$ cat src/common/procyon_defs.svh
// ########################################
// Bus and cache line widths shared by the
// design and the testbench. Include where needed
// ########################################

`ifndef PROCYON_DEFS_SVH
`define PROCYON_DEFS_SVH

// Wishbone data bus width in bits
`define WB_DATA_WIDTH 32

// Wishbone byte address width
`define WB_ADDR_WIDTH 32

// Data cache line width in bits
`define DC_LINE_WIDTH 128

// CPU byte address width
`define ADDR_WIDTH 32

`endif

$ cat src/common/procyon_pkg.sv
// ########################################
// Vector types for the cache memory path.
// Import wherever the types are needed
// ########################################

`include "procyon_defs.svh"

package procyon_pkg;

    // One word on the Wishbone data bus
    typedef logic [`WB_DATA_WIDTH-1:0] wb_data_t;

    // Wishbone byte address
    typedef logic [`WB_ADDR_WIDTH-1:0] wb_addr_t;

    // One select bit per byte lane
    typedef logic [`WB_DATA_WIDTH/8-1:0] wb_byte_select_t;

    // Byte address as seen by the CPU and cache
    typedef logic [`ADDR_WIDTH-1:0] procyon_addr_t;

    // A whole data cache line, lowest address in the low bits
    typedef logic [`DC_LINE_WIDTH-1:0] procyon_cacheline_t;

endpackage

$ cat src/common/biu_if.sv
// ########################################
// Request and response bundle between the
// CCU and the Wishbone bus interface unit
// ########################################

`timescale 1ns/100ps

`include "procyon_defs.svh"

interface biu_if;
    import procyon_pkg::*;

    // Request, held stable by the CCU while en is high
    logic               en;
    logic               we;
    procyon_addr_t      addr;
    procyon_cacheline_t wdata;

    // Response, done stays up until en drops
    procyon_cacheline_t rdata;
    logic               busy;
    logic               done;

    modport ccu (
        output en,
        output we,
        output addr,
        output wdata,
        input  rdata,
        input  busy,
        input  done
    );

    modport biu (
        input  en,
        input  we,
        input  addr,
        input  wdata,
        output rdata,
        output busy,
        output done
    );

endinterface

$ cat src/ccu/ccu_arb.sv
// ########################################
// Cache control unit. Queues one fill and one
// writeback and serves the writeback first
// ########################################

`timescale 1ns/100ps

`include "procyon_defs.svh"

module ccu_arb (
    input  logic                            i_wb_clk,
    input  logic                            i_wb_rst,

    // Line fill request from the cache
    input  logic                            i_fill_req,
    input  procyon_pkg::procyon_addr_t      i_fill_addr,

    // Victim writeback request from the cache
    input  logic                            i_victim_req,
    input  procyon_pkg::procyon_addr_t      i_victim_addr,
    input  procyon_pkg::procyon_cacheline_t i_victim_data,

    // Fill completion
    output logic                            o_fill_busy,
    output logic                            o_fill_valid,
    output procyon_pkg::procyon_addr_t      o_fill_addr,
    output procyon_pkg::procyon_cacheline_t o_fill_data,

    // Writeback completion
    output logic                            o_victim_busy,
    output logic                            o_victim_done,

    // Towards the bus interface unit
    biu_if.ccu                              biu
);
    import procyon_pkg::*;

    // Byte offset bits inside one line
    localparam int LINE_OFFSET_BITS = $clog2(`DC_LINE_WIDTH/8);

    typedef enum logic [1:0] {
        IDLE      = 2'b00,
        WAIT_DONE = 2'b01,
        RETIRE    = 2'b10
    } arb_state_t;

    arb_state_t         state_q;
    arb_state_t         next_state;

    logic               fill_pend_q;
    logic               victim_pend_q;
    logic               serve_victim_q;
    procyon_addr_t      fill_addr_q;
    procyon_addr_t      victim_addr_q;
    procyon_cacheline_t victim_data_q;
    procyon_cacheline_t fill_data_q;

    logic               fill_accept;
    logic               victim_accept;
    logic               start;
    logic               finish;

    // A pulse is dropped while its class already has a pending request
    assign fill_accept   = i_fill_req & ~fill_pend_q;
    assign victim_accept = i_victim_req & ~victim_pend_q;

    assign start  = (state_q == IDLE) & (fill_pend_q | victim_pend_q);
    assign finish = (state_q == WAIT_DONE) & biu.done;

    always_comb begin
        next_state = state_q;
        case (state_q)
            IDLE:      next_state = start ? WAIT_DONE : IDLE;
            WAIT_DONE: next_state = biu.done ? RETIRE : WAIT_DONE;
            RETIRE:    next_state = IDLE;
            default:   next_state = IDLE;
        endcase
    end

    always_ff @(posedge i_wb_clk) begin
        if (i_wb_rst) begin
            state_q <= IDLE;
        end else begin
            state_q <= next_state;
        end
    end

    // Pending flags clear as the transfer finishes so busy
    // falls together with the completion pulse
    always_ff @(posedge i_wb_clk) begin
        if (i_wb_rst) begin
            fill_pend_q   <= 1'b0;
            victim_pend_q <= 1'b0;
        end else begin
            if (fill_accept) begin
                fill_pend_q <= 1'b1;
            end else if (finish & ~serve_victim_q) begin
                fill_pend_q <= 1'b0;
            end

            if (victim_accept) begin
                victim_pend_q <= 1'b1;
            end else if (finish & serve_victim_q) begin
                victim_pend_q <= 1'b0;
            end
        end
    end

    // Captured requests with addresses aligned to the line
    always_ff @(posedge i_wb_clk) begin
        if (fill_accept) begin
            fill_addr_q <= {i_fill_addr[`ADDR_WIDTH-1:LINE_OFFSET_BITS],
                            {LINE_OFFSET_BITS{1'b0}}};
        end
        if (victim_accept) begin
            victim_addr_q <= {i_victim_addr[`ADDR_WIDTH-1:LINE_OFFSET_BITS],
                              {LINE_OFFSET_BITS{1'b0}}};
            victim_data_q <= i_victim_data;
        end
    end

    // Writeback wins so a later fill of the same line sees the new data
    always_ff @(posedge i_wb_clk) begin
        if (i_wb_rst) begin
            serve_victim_q <= 1'b0;
        end else if (start) begin
            serve_victim_q <= victim_pend_q;
        end
    end

    // Completion pulses one cycle after done
    always_ff @(posedge i_wb_clk) begin
        if (i_wb_rst) begin
            o_fill_valid  <= 1'b0;
            o_victim_done <= 1'b0;
        end else begin
            o_fill_valid  <= finish & ~serve_victim_q;
            o_victim_done <= finish & serve_victim_q;
        end
    end

    always_ff @(posedge i_wb_clk) begin
        if (finish & ~serve_victim_q) begin
            fill_data_q <= biu.rdata;
        end
    end

    assign o_fill_busy   = fill_pend_q;
    assign o_victim_busy = victim_pend_q;
    assign o_fill_addr   = fill_addr_q;
    assign o_fill_data   = fill_data_q;

    // Request held stable for the whole transfer until en drops after done
    // A writeback accepted during a fill must not disturb the write data
    assign biu.en    = (state_q == WAIT_DONE);
    assign biu.we    = serve_victim_q;
    assign biu.addr  = serve_victim_q ? victim_addr_q : fill_addr_q;
    assign biu.wdata = serve_victim_q ? victim_data_q : '0;

endmodule

$ cat src/wb_biu/wb_biu.sv
// ########################################
// Wishbone pipelined master. Moves one cache
// line as four beats for the CCU
// ########################################

`timescale 1ns/100ps

`include "procyon_defs.svh"

module wb_biu (
    input  logic                             i_wb_clk,
    input  logic                             i_wb_rst,

    // Wishbone master port
    input  logic                             i_wb_ack,
    input  logic                             i_wb_stall,
    input  procyon_pkg::wb_data_t            i_wb_data,
    output logic                             o_wb_cyc,
    output logic                             o_wb_stb,
    output logic                             o_wb_we,
    output procyon_pkg::wb_byte_select_t     o_wb_sel,
    output procyon_pkg::wb_addr_t            o_wb_addr,
    output procyon_pkg::wb_data_t            o_wb_data,

    // Requests from the CCU
    biu_if.biu                               biu
);
    import procyon_pkg::*;

    localparam int BEATS          = `DC_LINE_WIDTH / `WB_DATA_WIDTH;
    localparam int BYTES_PER_BEAT = `WB_DATA_WIDTH / 8;
    localparam int IDX_WIDTH      = $clog2(BEATS);

    // Counts need one extra bit to hold the full beat count
    typedef logic [IDX_WIDTH:0]   beat_cnt_t;
    typedef logic [IDX_WIDTH-1:0] beat_idx_t;

    typedef enum logic [1:0] {
        IDLE = 2'b00,
        REQS = 2'b01,
        ACKS = 2'b10,
        DONE = 2'b11
    } biu_state_t;

    biu_state_t         state_q;
    biu_state_t         next_state;

    beat_cnt_t          num_reqs;
    beat_cnt_t          num_acks;
    beat_idx_t          req_idx;
    beat_idx_t          ack_idx;
    procyon_cacheline_t line_q;

    logic               in_progress;
    logic               requesting;
    logic               ack_valid;

    assign in_progress = (state_q == REQS) | (state_q == ACKS);

    // A beat goes out only when the slave is not stalling
    assign requesting = (state_q == REQS) & ~i_wb_stall;

    // Acks count in REQS as well, beats overlap under stall
    assign ack_valid = i_wb_ack & in_progress;

    always_comb begin
        next_state = state_q;
        case (state_q)
            IDLE: begin
                if (biu.en) begin
                    next_state = REQS;
                end
            end
            REQS: begin
                if (requesting && (num_reqs == beat_cnt_t'(1))) begin
                    next_state = ACKS;
                end
            end
            ACKS: begin
                if (ack_valid && (num_acks == beat_cnt_t'(1))) begin
                    next_state = DONE;
                end
            end
            DONE: begin
                if (!biu.en) begin
                    next_state = IDLE;
                end
            end
        endcase
    end

    always_ff @(posedge i_wb_clk) begin
        if (i_wb_rst) begin
            state_q <= IDLE;
        end else begin
            state_q <= next_state;
        end
    end

    // Remaining beats and the current indices, reloaded in IDLE
    always_ff @(posedge i_wb_clk) begin
        if (i_wb_rst || (state_q == IDLE)) begin
            num_reqs <= beat_cnt_t'(BEATS);
            num_acks <= beat_cnt_t'(BEATS);
            req_idx  <= '0;
            ack_idx  <= '0;
        end else begin
            num_reqs <= num_reqs - beat_cnt_t'(requesting);
            num_acks <= num_acks - beat_cnt_t'(ack_valid);
            req_idx  <= req_idx + beat_idx_t'(requesting);
            ack_idx  <= ack_idx + beat_idx_t'(ack_valid);
        end
    end

    // Returning words land in order of the acks
    always_ff @(posedge i_wb_clk) begin
        if (ack_valid) begin
            line_q[ack_idx*`WB_DATA_WIDTH +: `WB_DATA_WIDTH] <= i_wb_data;
        end
    end

    assign biu.rdata = line_q;
    assign biu.busy  = in_progress;
    assign biu.done  = (state_q == DONE);

    assign o_wb_cyc  = in_progress;
    assign o_wb_stb  = (state_q == REQS);
    assign o_wb_we   = biu.we;
    assign o_wb_sel  = '1;

    // Address and data follow the request index, held while stalled
    assign o_wb_addr = wb_addr_t'(biu.addr)
                     + (wb_addr_t'(req_idx) * wb_addr_t'(BYTES_PER_BEAT));

    always_comb begin
        o_wb_data = biu.wdata[req_idx*`WB_DATA_WIDTH +: `WB_DATA_WIDTH];
    end

endmodule

$ cat src/verilog/ccu_top.sv
// ########################################
// Memory side of the data cache. Joins the
// CCU to the Wishbone bus interface unit
// ########################################

`timescale 1ns/100ps

module ccu_top (
    input  logic                             i_wb_clk,
    input  logic                             i_wb_rst,

    // Cache side
    input  logic                             i_fill_req,
    input  procyon_pkg::procyon_addr_t       i_fill_addr,
    input  logic                             i_victim_req,
    input  procyon_pkg::procyon_addr_t       i_victim_addr,
    input  procyon_pkg::procyon_cacheline_t  i_victim_data,
    output logic                             o_fill_busy,
    output logic                             o_fill_valid,
    output procyon_pkg::procyon_addr_t       o_fill_addr,
    output procyon_pkg::procyon_cacheline_t  o_fill_data,
    output logic                             o_victim_busy,
    output logic                             o_victim_done,

    // Wishbone master
    input  logic                             i_wb_ack,
    input  logic                             i_wb_stall,
    input  procyon_pkg::wb_data_t            i_wb_data,
    output logic                             o_wb_cyc,
    output logic                             o_wb_stb,
    output logic                             o_wb_we,
    output procyon_pkg::wb_byte_select_t     o_wb_sel,
    output procyon_pkg::wb_addr_t            o_wb_addr,
    output procyon_pkg::wb_data_t            o_wb_data
);

    biu_if biu_bus ();

    ccu_arb u_ccu_arb (
        .i_wb_clk      (i_wb_clk),
        .i_wb_rst      (i_wb_rst),
        .i_fill_req    (i_fill_req),
        .i_fill_addr   (i_fill_addr),
        .i_victim_req  (i_victim_req),
        .i_victim_addr (i_victim_addr),
        .i_victim_data (i_victim_data),
        .o_fill_busy   (o_fill_busy),
        .o_fill_valid  (o_fill_valid),
        .o_fill_addr   (o_fill_addr),
        .o_fill_data   (o_fill_data),
        .o_victim_busy (o_victim_busy),
        .o_victim_done (o_victim_done),
        .biu           (biu_bus.ccu)
    );

    wb_biu u_wb_biu (
        .i_wb_clk   (i_wb_clk),
        .i_wb_rst   (i_wb_rst),
        .i_wb_ack   (i_wb_ack),
        .i_wb_stall (i_wb_stall),
        .i_wb_data  (i_wb_data),
        .o_wb_cyc   (o_wb_cyc),
        .o_wb_stb   (o_wb_stb),
        .o_wb_we    (o_wb_we),
        .o_wb_sel   (o_wb_sel),
        .o_wb_addr  (o_wb_addr),
        .o_wb_data  (o_wb_data),
        .biu        (biu_bus.biu)
    );

endmodule

$ cat config.mk
export PLATFORM = sky130hd
export DESIGN_NAME = ccu_top
export DESIGN_NICKNAME = d
export VERILOG_FILES = /design/src/common/procyon_pkg.sv /design/src/common/biu_if.sv /design/src/ccu/ccu_arb.sv /design/src/wb_biu/wb_biu.sv /design/src/verilog/ccu_top.sv
export VERILOG_INCLUDE_DIRS = /design/src /design/src/common
export SDC_FILE = /design/constraint.sdc
export NUM_CORES = 1
export LEC_CHECK = 0
export ABC_CLOCK_PERIOD_IN_PS = 16900
export BUFFER_PORTS_ARGS = -buffer_cell sky130_fd_sc_hd__buf_4
export CAP_MARGIN = 20
export CORE_MARGIN = 2
export CORE_UTILIZATION = 50
export DETAILED_ROUTE_END_ITERATION = 8
export PLACE_DENSITY_LB_ADDON = 0.05
export SLEW_MARGIN = 20
export SYNTH_ARGS = -nofsm -noshare
export SYNTH_HDL_FRONTEND = slang
export SYNTH_SLANG_ARGS = --single-unit
$ cat constraint.sdc
create_clock -name i_wb_clk -period 16.9 [get_ports i_wb_clk]
set_input_delay 0.845 -clock i_wb_clk [delete_from_list [all_inputs] [get_ports i_wb_clk]]
set_output_delay 0.845 -clock i_wb_clk [all_outputs]
set_load 0.01 [all_outputs]
### Yosys cells after proc, flatten, opt, wreduce, memory -nomap -nowiden

Index checks and enable logic that the tools add are counted.

* latch bits: 0
* output and inout port bits: 235
* bits in writable memories: 0
* bits of input ports: 230
* memory bits (read-only): 0
* bits in registers: 459
* memories kept: 0

* bitwise gates (word level): 14
* eq/ne operators: 10
* add/sub/neg operators: 6
* order comparisons: 0
* reductions and logical operators: 8
* multipliers: 0
* div/mod/pow operators: 0
* multiplexer cells: 15
* shift operators: 3

Operator list (number)
* bitwise mux 128 bit: 1
* 2-to-1 mux 128 bit: 1
* variable shift 32 x 34 -> 128 bit (first input constant): 1
* variable part select 128 x 8 -> 32 bit: 1
* variable part select 32 x 34 -> 128 bit: 1
* negator 7 -> 34 bit: 1
* adder 32 x 4 -> 32 bit: 1
* 2-to-1 mux 32 bit: 1
* 2-to-1 mux 2 bit: 5
* AND 1 bit: 8
* one-hot mux 2 bit (4 select lines): 1
* equality test 3 x 1 -> 1 bit (second input constant): 2
* subtractor 3 x 1 -> 3 bit: 2
* 2-to-1 mux 1 bit: 5
* adder 2 x 1 -> 2 bit: 2
* equality test 2 x 1 -> 1 bit (second input constant): 2
* equality test 2 bit (second input constant): 2
* logical NOT 2 bit: 2
* != test 2 x 1 -> 1 bit (second input constant): 2
* != test 2 bit (second input constant): 2
* NOT 1 bit: 4
* one-hot mux 2 bit (2 select lines): 1
* AND reduction 4 bit: 1
* nonzero test 2 bit: 2
* 3 further kinds: 5

### Logic depth before layout (Yosys ltp)

Gate-level depths: netlist of run 1.

* word-level depth: 6
* depth in mapped cells: 8

### By module

From an unflattened synthesis of run 1, not the netlist that was laid out.

* cells, all modules: 1001
* area total of the unflattened synthesis: 17808.3 um^2

Modules (own cells, without submodules)
* ccu_arb: cells each 520, instances 1, area an instance 10933.0 um^2
* wb_biu: cells each 481, instances 1, area an instance 6875.3 um^2

### Least setup slack after synthesis of run 1

No wires, ideal clock.

* path type: input-to-reg
* start: in i_victim_req
* end: reg u_ccu_arb.victim_addr_q[10] (enable)
* required time: 16.210 ns
* library setup time: 0.690 ns
* path slack: 8.621 ns
* arrival: 7.589 ns
* stages: 1
* path buffers: 0
* cell sequence: nor2b_1

* cells in the longest elaborated chain, start to end: 1

Ends and longest elaborated chain
* start, declared: line ccu_top.sv:15 `input logic i_victim_req,`
* AND 1 bit: line ccu_arb.sv:65 `assign victim_accept = i_victim_req & ~victim_pend_q;`
* end signal, assigned: line ccu_arb.sv:116 `` victim_addr_q <= {i_victim_addr[`ADDR_WIDTH-1:LINE_OFFSET_BITS], ``
* end, declared: line ccu_arb.sv:54 `procyon_addr_t victim_addr_q;`

No other way between the ends.
A chain may end at the register's enable or synchronous reset.

### Worst setup path in the final report of run 1

* start: reg u_wb_biu.req_idx[0]
* end: out o_wb_data[11]

* cells in the longest elaborated chain, start to end: 1

Ends and longest elaborated chain
* start, declared: line wb_biu.sv:50 `beat_idx_t req_idx;`
* start signal, assigned: line wb_biu.sv:110 `req_idx <= req_idx + beat_idx_t'(requesting);`
* variable part select 128 x 8 -> 32 bit: line wb_biu.sv:136 `` o_wb_data = biu.wdata[req_idx*`WB_DATA_WIDTH +: `WB_DATA_WIDTH]; ``
* end, declared: line ccu_top.sv:34 `output procyon_pkg::wb_data_t o_wb_data`

No other way between the ends.

==> impl_metrics.csv, run 1 <==
group,metric,value,unit
synth,synth_cells,801,
clock_network,cts_tree,"built",
placement,dpl_cell_area,20300,um^2
grt,grt_start_max_net_pins,88,
sta,fin_crit_sh,18.8,%
synth,synth.ff_latch_count,459,
clock_network,clk_pin_slew,50,ps
synth,ys_top_cells_by_area,"edfxtp_1 80%, and2_1 6.0%, mux4_2 4.4%",
clock_network,numCtsBuffers,47,
grt,grt_first_pass_wirelength,50400,um
sta,drv_slew,0,
synth,synth_cell_types,36,
min_path,min_path_type,"register to register",
synth,synth_top_area_share,80.4,%
route,wl,35100,um
route,wl_per_cell,20.0,um
floorplan,io-pin-count,465,
grt,gr-usage-met3,7.29,%
grt,grt_pass1_vias,8676,
power_and_ir_drop,powerDensity,118,nW/um^2
floorplan,die_w,185,um
sta,report.final.setup_viol,0,
grt,antenna_found_initial,0,
grt,grtUsageMet1,23.8,%
layout,finalNetCount,1524,
layout,design_area,21800,um^2
floorplan,die_h,185,um
route,vias,8476,
min_path,min_from,"u_wb_biu.biu.rdata[114]",
synth,postSynthAreaPerCell,20.5,um^2
route,drcViolationCount,0,
sta,skew,16.4,ps
floorplan,initial_core_util,50.7,%
clock_network,clkSinkCount,459,
clock_network,ctsHoldBuffers,0,
floorplan,die_area,34400,um^2
sta,layout_min_cycle_time,3180,ps
worst_setup_path,end_kind,"primary output",
sta,hold_viol_final,0,
clock_network,clockRootBuffer,"clkbuf_16",
sta,final.setup.tns,0,ps
layout,n_antenna_cell,0,
power_and_ir_drop,vdd_drop_max,0.0872,mV
grt,grtUsageTotal,19.9,%
grt,gr-total-overflow,0,
clock_network,htreeDepth,2,
placement,place.gp.congestion,0.724,
power_and_ir_drop,leakagePower,8.13,nW
clock_network,cts_buffer_depth,3,
worst_setup_path,cp-startpoint,"u_wb_biu.req_idx[0]",
route,firstDrtPassIters,5,
sta,tightestPinTransition,1080,ps
outcome,status,"completed",
synth,yosysTopAreaCell,"edfxtp_1",
grt,gr-usage-met2,34.3,%
worst_setup_path,startpoint_type,"register",
sta,fmax,315,MHz
synth,synth-seq-area-share,82.7,%
route,drtAntennaViolNets,0,
floorplan,core_area,32500,um^2
layout,drive_above_1_share,45.7,%
clock_network,clkLatencyLatePin,540,ps
worst_setup_path,cp.arrival,2330,ps
worst_setup_path,crit_fanout,34,
synth,synth_area,16400,um^2
clock_network,post_cts_resized,0,
worst_setup_path,cp.required,16060,ps
clock_network,post_cts_buffers,0,
floorplan,placementRows,66,
layout,synthToLayoutAreaGrowth,32.4,%
sta,maxSlewHeadroom,27.9,%
worst_setup_path,reg2reg_from,"u_wb_biu.state_q[0]",
worst_setup_path,criticalPathCategory,"register to primary output",
route,viasPerCell,4.82,
placement,dp_hpwl,23600,um
sta,rsz0062_at_grt,"no",
grt,grt_most_used_layer,"met2",
route,drtIter0Drc,492,
synth,ys_warn_count,0,
flow_run,cap_violations,0,
placement,portBuffers,446,
## cell families after synthesis
logic type,after synthesis,share of synthesized area [%]
DFF,459,82.7
and+or+nand+nor,201,7.49
buffers and inverters,49,1.42
muxes,60,6.30
AOI/OAI and AO/OA,10,0.639
adders and majority gates,16,1.22
other,2,0.0457
xor gates and xnor gates,4,0.213
## per-stage QoR
step	hold WS (ps)	util, %	setup WS, ps	cells	total power [mW]
global placement	401	62.6	13720	1670	1.62
CTS	417	67.1	13640	1757	2.59
global route	421	67.1	13550	1757	2.66
finish	416	67.1	13720	1757	2.57
detailed placement	405	62.7	13700	1671	1.63
floorplan	400	-	8620	809	1.51
## routing by layer
metal / share of wire [%] / wire [um]
met1: 37 / 13100
met2: 51 / 17800
met3: 9.9 / 3460
met4: 1.8 / 617
met5: 0 / 0
## final timing paths
kind                                     end  slack [ps]  cells past startpoint
hold reg to reg   u_ccu_arb.o_fill_data[114]         420                      0
setup / recovery               o_wb_data[11]       13720                      4
setup reg to reg  u_ccu_arb.o_fill_data[127]       14140                      5
hold / removal    u_ccu_arb.o_fill_data[114]         420                      0
## final cells by class
cell class | instances | area (um^2)
timing repair buffer | 459 | 3470
inverter | 10 | 37.5
multi-input combinational | 301 | 2690
sequential | 459 | 13600
clock inverter | 22 | 151
fill | 2286 | 10700
clock buffer | 64 | 1280
tap | 442 | 553
## synth_stat cells
master and n:
edfxtp_1 440, and2_1 157, mux4_2 32, mux2_2 28
clkbuf_1 25, dfxtp_1 19, ha_1 16, nor2_1 16
buf_4 13, inv_1 8, and3b_1 5, and3_1 4
nand2_1 4, xnor2_1 4, nor3_1 3, a21oi_1 2
conb_1 2, inv_2 2, nand3_1 2, nor2b_1 2
nor3b_1 2, a2111oi_0 1, a211oi_1 1, a211oi_2 1
a21o_1 1, a221oi_4 1, a22oi_1 1, a311oi_1 1
and2b_2 1, buf_2 1, nand3b_1 1, nor4b_1 1
o41ai_2 1, or2_2 1, or2b_2 1, or4b_4 1
## critical path: stages, from the launching register on
cell and delay [ps]:
dfxtp_2 310, buf_4 550, mux4_2 600, and2_1 170, buf_4 140
## flip-flops by register name, indices dropped and copies added (netlist names), 2 cells and up
name,cells
u_wb_biu.num_reqs,3
u_wb_biu.state_q,2
u_wb_biu.req_idx,2
u_ccu_arb.victim_data_q,128
u_wb_biu.biu.rdata,128
u_ccu_arb.victim_addr_q,28
u_ccu_arb.o_fill_data,128
u_wb_biu.ack_idx,2
u_wb_biu.num_acks,3
u_ccu_arb.o_fill_addr,28
u_ccu_arb.state_q,2
## cell usage in the layout (no fill, tap or decap), drive strengths merged, types with 2 or more instances in the layout
cell,count
edfxtp,440
nand3,2
nor3b,2
nor3,3
ha,16
and3,4
conb,10
bufinv,2
a21oi,2
mux2,28
and3b,5
buf,459
and2,157
xnor2,4
mux4,32
nor2,16
clkbuf,64
inv,11
clkinv,19
nand2,4
nor2b,2
a211oi,2
dfxtp,19
## report_power, final
| part | switching, mW | internal (mW) |
|---|---|---|
| clock | 0.401 | 0.561 |
| combinational | 0.135 | 0.124 |
| sequential | 0.0187 | 1.33 |
| total | 0.554 | 2.01 |
Power figures use the tool's default switching activity.
==> run 2, diff against run 1 <==
ABC_CLOCK_PERIOD_IN_PS = 3200   (was 16900)
clock period = 3.2 ns   (was 16.9 ns; I/O delays follow)
==> run 2 against run 1 <==
Hold slack worse by 320 ps. Via count up 13%. Register-to-register slack worse by 13000 ps. Total power rose to 5.5 times the previous value. Cell count up 13%. Sequential share of layout area down 6.1 points. First-iteration DRC count up 2.2%.
==> impl_metrics.csv, run 2 (synthesis results as in run 1) <==
group,metric,value,unit
route,firstDrtPassIters,4,
grt,grtUsageTotal,22.4,%
outcome,status,"completed",
sta,rsz0062_at_grt,"no",
power_and_ir_drop,leakagePower,9.12,nW
sta,fmax,388,MHz
grt,gr-total-overflow,0,
placement,post-place-ws,996,ps
clock_network,htreeDepth,2,
layout,fillerInstances,1954,
worst_setup_path,cp.arrival,2420,ps
sta,fin_crit_sh,80.6,%
layout,layout_commonest_cell,"buf_4",
floorplan,die_h,185,um
clock_network,post_cts_resized,0,
placement,place.gp.congestion,0.784,
placement,portBuffers,446,
worst_setup_path,end_kind,"primary output",
route,wl_per_cell,19.5,um
clock_network,ctsHoldBuffers,219,
worst_setup_path,crit_fanout,21,
placement,dp_hpwl,24000,um
clock_network,numCtsBuffers,46,
worst_setup_path,criticalPathCategory,"register to primary output",
flow_run,cap_violations,0,
min_path,min_path_type,"primary input to register",
floorplan,initial_core_util,50.7,%
sta,drv_slew,0,
grt,grt_pass1_vias,9939,
route,drtAntennaViolNets,0,
grt,antenna_found_initial,5,
grt,grt_first_pass_wirelength,57100,um
clock_network,post_cts_buffers,0,
floorplan,core_area,32500,um^2
sta,layout_setup_ws,620,ps
route,viasPerCell,4.82,
layout,drive_above_1_share,39.9,%
sta,skew,14.1,ps
worst_setup_path,cp.required,3040,ps
layout,finalNetCount,1744,
layout,final_cell_mix,"457 x buf_4, 440 x edfxtp_1, 219 x dlygate4sd3_1",
clock_network,clockRootBuffer,"clkbuf_16",
sta,report.final.setup_viol,0,
sta,tightestPinTransition,899,ps
sta,layout_min_cycle_time,2580,ps
clock_network,clkLatencyLatePin,550,ps
floorplan,die_area,34400,um^2
power_and_ir_drop,p_total,14.2,mW
power_and_ir_drop,powerDensity,588,nW/um^2
clock_network,cts_tree,"built",
worst_setup_path,startpoint_type,"register",
floorplan,die_w,185,um
sta,maxSlewHeadroom,40.1,%
route,vias,9560,
power_and_ir_drop,vdd_drop_max,0.494,mV
floorplan,io-pin-count,465,
route,drtIter0Drc,503,
grt,grt_start_max_net_pins,130,
clock_network,cts_buffer_depth,3,
layout,synthToLayoutAreaGrowth,46.9,%
floorplan,placementRows,66,
route,drcViolationCount,0,
sta,final.setup.tns,0,ps
clock_network,clk_pin_slew,60,ps
route,wl,38700,um
sta,hold_viol_final,0,
clock_network,clkSinkCount,459,
[run 2: changes by cell type in the layout (fill, tap and decap cells not counted), sizes merged]
| cell | change |
|---|---|
| buf | +2 |
| bufinv | +5 |
| clkbuf | -9 |
| clkinvlp | +3 |
| diode | +7 |
| dlygate4sd3 | +219 |
[run 2: worst paths after layout]
path	start	slack, ps	to	cells past startpoint
max	u_wb_biu.req_idx[0]	620	o_wb_data[24]	4
min	i_wb_stall	90	u_wb_biu.state_q[1]	5
max reg2reg	u_wb_biu.ack_idx[0]	1030	u_wb_biu.biu.rdata[92]	6
min reg2reg	u_wb_biu.biu.rdata[75]	410	u_ccu_arb.o_fill_data[75]	0
[run 2: through the flow]
stage / util, % / hold slack, ps / area (um^2) / cells
2_1_floorplan: - / 259 / 16500 / 809
3_3_place_gp: 62.8 / 338 / 20400 / 1673
3_5_place_dp: 62.8 / 339 / 20400 / 1673
4_1_cts: 74.4 / 72.5 / 24100 / 1977
5_1_grt: 74.4 / 120 / 24200 / 1982
6_report: 74.4 / 93.9 / 24200 / 1984
[run 2: final cells by class]
class	count	area (um^2)	share of cell area, %
clock inverter	30	354	1.47
clock buffer	55	1210	4.99
timing repair buffer	680	5700	23.6
tap	442	553	2.29
multi-input combinational	301	2690	11.1
inverter	10	37.5	0.155
antenna	7	17.5	0.0725
sequential	459	13600	56.3
[run 2: critical path, stage by stage (launching register included)]
cell     delay [ps]
dfxtp_2         680
buf_12          280
mux4_2          550
and2_1          200
buf_4           150
[run 2: report_power, final]
| group | internal, mW | switching, mW | leakage, nW |
|---|---|---|---|
| combinational | 0.831 | 0.767 | 4.24 |
| clock | 3.27 | 2.21 | 0.760 |
| sequential | 7.00 | 0.120 | 4.12 |
[run 2: routing by layer]
| metal | vias to the layer above | GRT usage, % | part of all wire, % |
|---|---|---|---|
| li1 | 4424 | - | - |
| met3 | 80 | 6.90 | 8.5 |
| met4 | 0 | 7.81 | 3.1 |
| met5 | - | 0 | 0 |
| met1 | 4657 | 26.6 | 37 |
| met2 | 399 | 38.6 | 51 |
==> run 3, diff against run 2 <==
ABC_CLOCK_PERIOD_IN_PS = 2300   (was 3200)
CORE_UTILIZATION = 47   (was 50)
clock period = 2.3 ns   (was 3.2 ns; I/O delays follow)
==> run 3 against run 2 <==
Cell count grew 0.91%. Hold slack lost 42 ps. Critical path depth is the same. Non-clock buffer count grew 11. Combinational power grew 42%. Clock-buffer cell count grew 3. Critical endpoint is now o_wb_data[17]. Largest cell class unchanged.
==> impl_metrics.csv, run 3 (synthesis results as in run 1) <==
group,metric,value,unit
floorplan,die_h,191,um
clock_network,htreeDepth,2,
sta,report.final.setup_viol,0,
min_path,holdPathStages,5,
route,vias,9462,
sta,fmax,459,MHz
placement,place.gp.congestion,0.767,
clock_network,cts_tree,"built",
layout,layout_commonest_cell,"buf_4",
worst_setup_path,path_cells,"buf_12 > mux4_2 > and2_1 > buf_4",
grt,gr-total-overflow,0,
worst_setup_path,reg2reg_from,"u_wb_biu.ack_idx[0]",
sta,maxSlewHeadroom,66.0,%
placement,place_inst,1697,
min_path,min_from,"i_wb_stall",
floorplan,placementRows,68,
min_path,min_path_type,"primary input to register",
route,firstDrtPassIters,4,
placement,dp_hpwl,24800,um
route,viasPerCell,4.73,
sta,drv_slew,0,
floorplan,die_area,36500,um^2
floorplan,io-pin-count,465,
power_and_ir_drop,vdd_drop_max,0.699,mV
sta,fin_hold_ws,52.2,ps
grt,grt_start_max_net_pins,96,
placement,portBuffers,446,
min_path,holdPathEnd,"u_wb_biu.state_q[1]",
route,wl,38400,um
layout,finalNetCount,1755,
clock_network,clkLatencyLatePin,550,ps
worst_setup_path,crit_fanout,13,
worst_setup_path,cp.arrival,2060,ps
route,drtAntennaViolNets,0,
sta,hold_viol_final,0,
layout,final_cell_mix,"459 x buf_4, 440 x edfxtp_1, 219 x dlygate4sd3_1",
worst_setup_path,cp.required,2180,ps
layout,final_cells,2002,
sta,skew,17.7,ps
clock_network,clk_pin_slew,60,ps
layout,synthToLayoutAreaGrowth,47.7,%
power_and_ir_drop,powerDensity,802,nW/um^2
layout,drive_above_1_share,40.1,%
floorplan,initial_core_util,47.7,%
worst_setup_path,slowest_delay,520,ps
clock_network,cts_buffer_depth,3,
worst_setup_path,slowest_stage,"mux4_2",
worst_setup_path,criticalPathCategory,"register to primary output",
sta,layout_min_cycle_time,2180,ps
route,wl_per_cell,19.2,um
floorplan,die_w,191,um
route,drtIter0Drc,446,
outcome,status,"completed",
clock_network,clkSinkCount,459,
sta,rsz0062_at_grt,"no",
grt,antenna_found_initial,2,
power_and_ir_drop,leakagePower,9.16,nW
clock_network,numCtsBuffers,46,
sta,tightestPinTransition,509,ps
worst_setup_path,ff2ff_path_depth,5,
worst_setup_path,startpoint_type,"register",
clock_network,clockRootBuffer,"clkbuf_16",
worst_setup_path,r2r_end,"u_wb_biu.biu.rdata[52]",
grt,grtUsageTotal,20.8,%
worst_setup_path,end_kind,"primary output",
flow_run,cap_violations,0,
sta,fin_crit_sh,94.8,%
worst_setup_path,r2r_setup_slack,360,ps
grt,grt_first_pass_wirelength,56900,um
route,drcViolationCount,0,
grt,grt_pass1_vias,10003,
floorplan,core_area,34500,um^2
run 3: changes by cell type in the layout (fill, tap and decap cells not counted), sizes merged:
| cell | change |
|---|---|
| bufinv | -2 |
| diode | -4 |
| inv | -1 |
| clkinvlp | -3 |
| buf | +11 |
| clkinv | +1 |
| clkbuf | +3 |
run 3: layer usage:
layer	track usage (%)	wire length [um]	up-vias
met1	23.9	14100	4610
met3	6.68	3310	63
met4	5.93	875	0
met5	0	0	-
met2	37.2	20200	345
li1	-	-	4444
run 3: through the flow:
step | cell area [um^2] | power (mW) | setup slack (ps) | TNS [ps] | util [%]
CTS | 24300 | 19.6 | 36.7 | 0 | 70.4
detailed placement | 20600 | 12.1 | 353 | 0 | 59.8
global route | 24300 | 20.2 | 17.2 | 0 | 70.5
finish | 24300 | 19.5 | 120 | 0 | 70.5
global placement | 20600 | 12.0 | 401 | 0 | 59.8
floorplan | 16500 | 11.0 | -799 | -214800 | -
run 3: how the worst max path moves through the flow:
stage,start,end,slack [ps]
5_1_grt,u_wb_biu.req_idx[0],o_wb_data[30],20
6_report,u_wb_biu.req_idx[0],o_wb_data[17],120
3_3_place_gp,u_wb_biu.ack_idx[0],u_wb_biu.biu.rdata[52],400
4_1_cts,u_wb_biu.req_idx[0],o_wb_data[25],40
2_1_floorplan,u_ccu_arb.o_victim_busy,u_ccu_arb.victim_addr_q[10],-800
3_5_place_dp,u_wb_biu.ack_idx[0],u_wb_biu.biu.rdata[52],350
run 3: report_power, final:
part / switching, mW / internal [mW]
Combinational: 1.09 / 1.18
Clock: 2.98 / 4.31
Sequential: 0.159 / 9.75
run 3: worst max-delay path, delay by kind of cell, from the launching register on:
family | cells | cell delay [ps]
buffers and inverters | 2 | 350
flip-flops | 1 | 480
multiplexers | 1 | 520
AND/OR/NAND/NOR | 1 | 180
run 3: repair_timing:
action / 4_1_cts / 5_1_grt
resized for setup: 1 / 3
hold buffers: 219 / 0
endpoints found under the hold margin: 323 / 0
endpoints found under the setup margin: 25 / 10
buffers inserted: 0 / 0
run 3: area by class of cell:
class | count | area [um^2]
antenna | 3 | 7.51
clock buffer | 58 | 1220
clock inverter | 25 | 259
fill | 2192 | 10200
inverter | 10 | 37.5
multi-input combinational | 301 | 2700
sequential | 459 | 13600
tap | 455 | 569
timing repair buffer | 691 | 5880
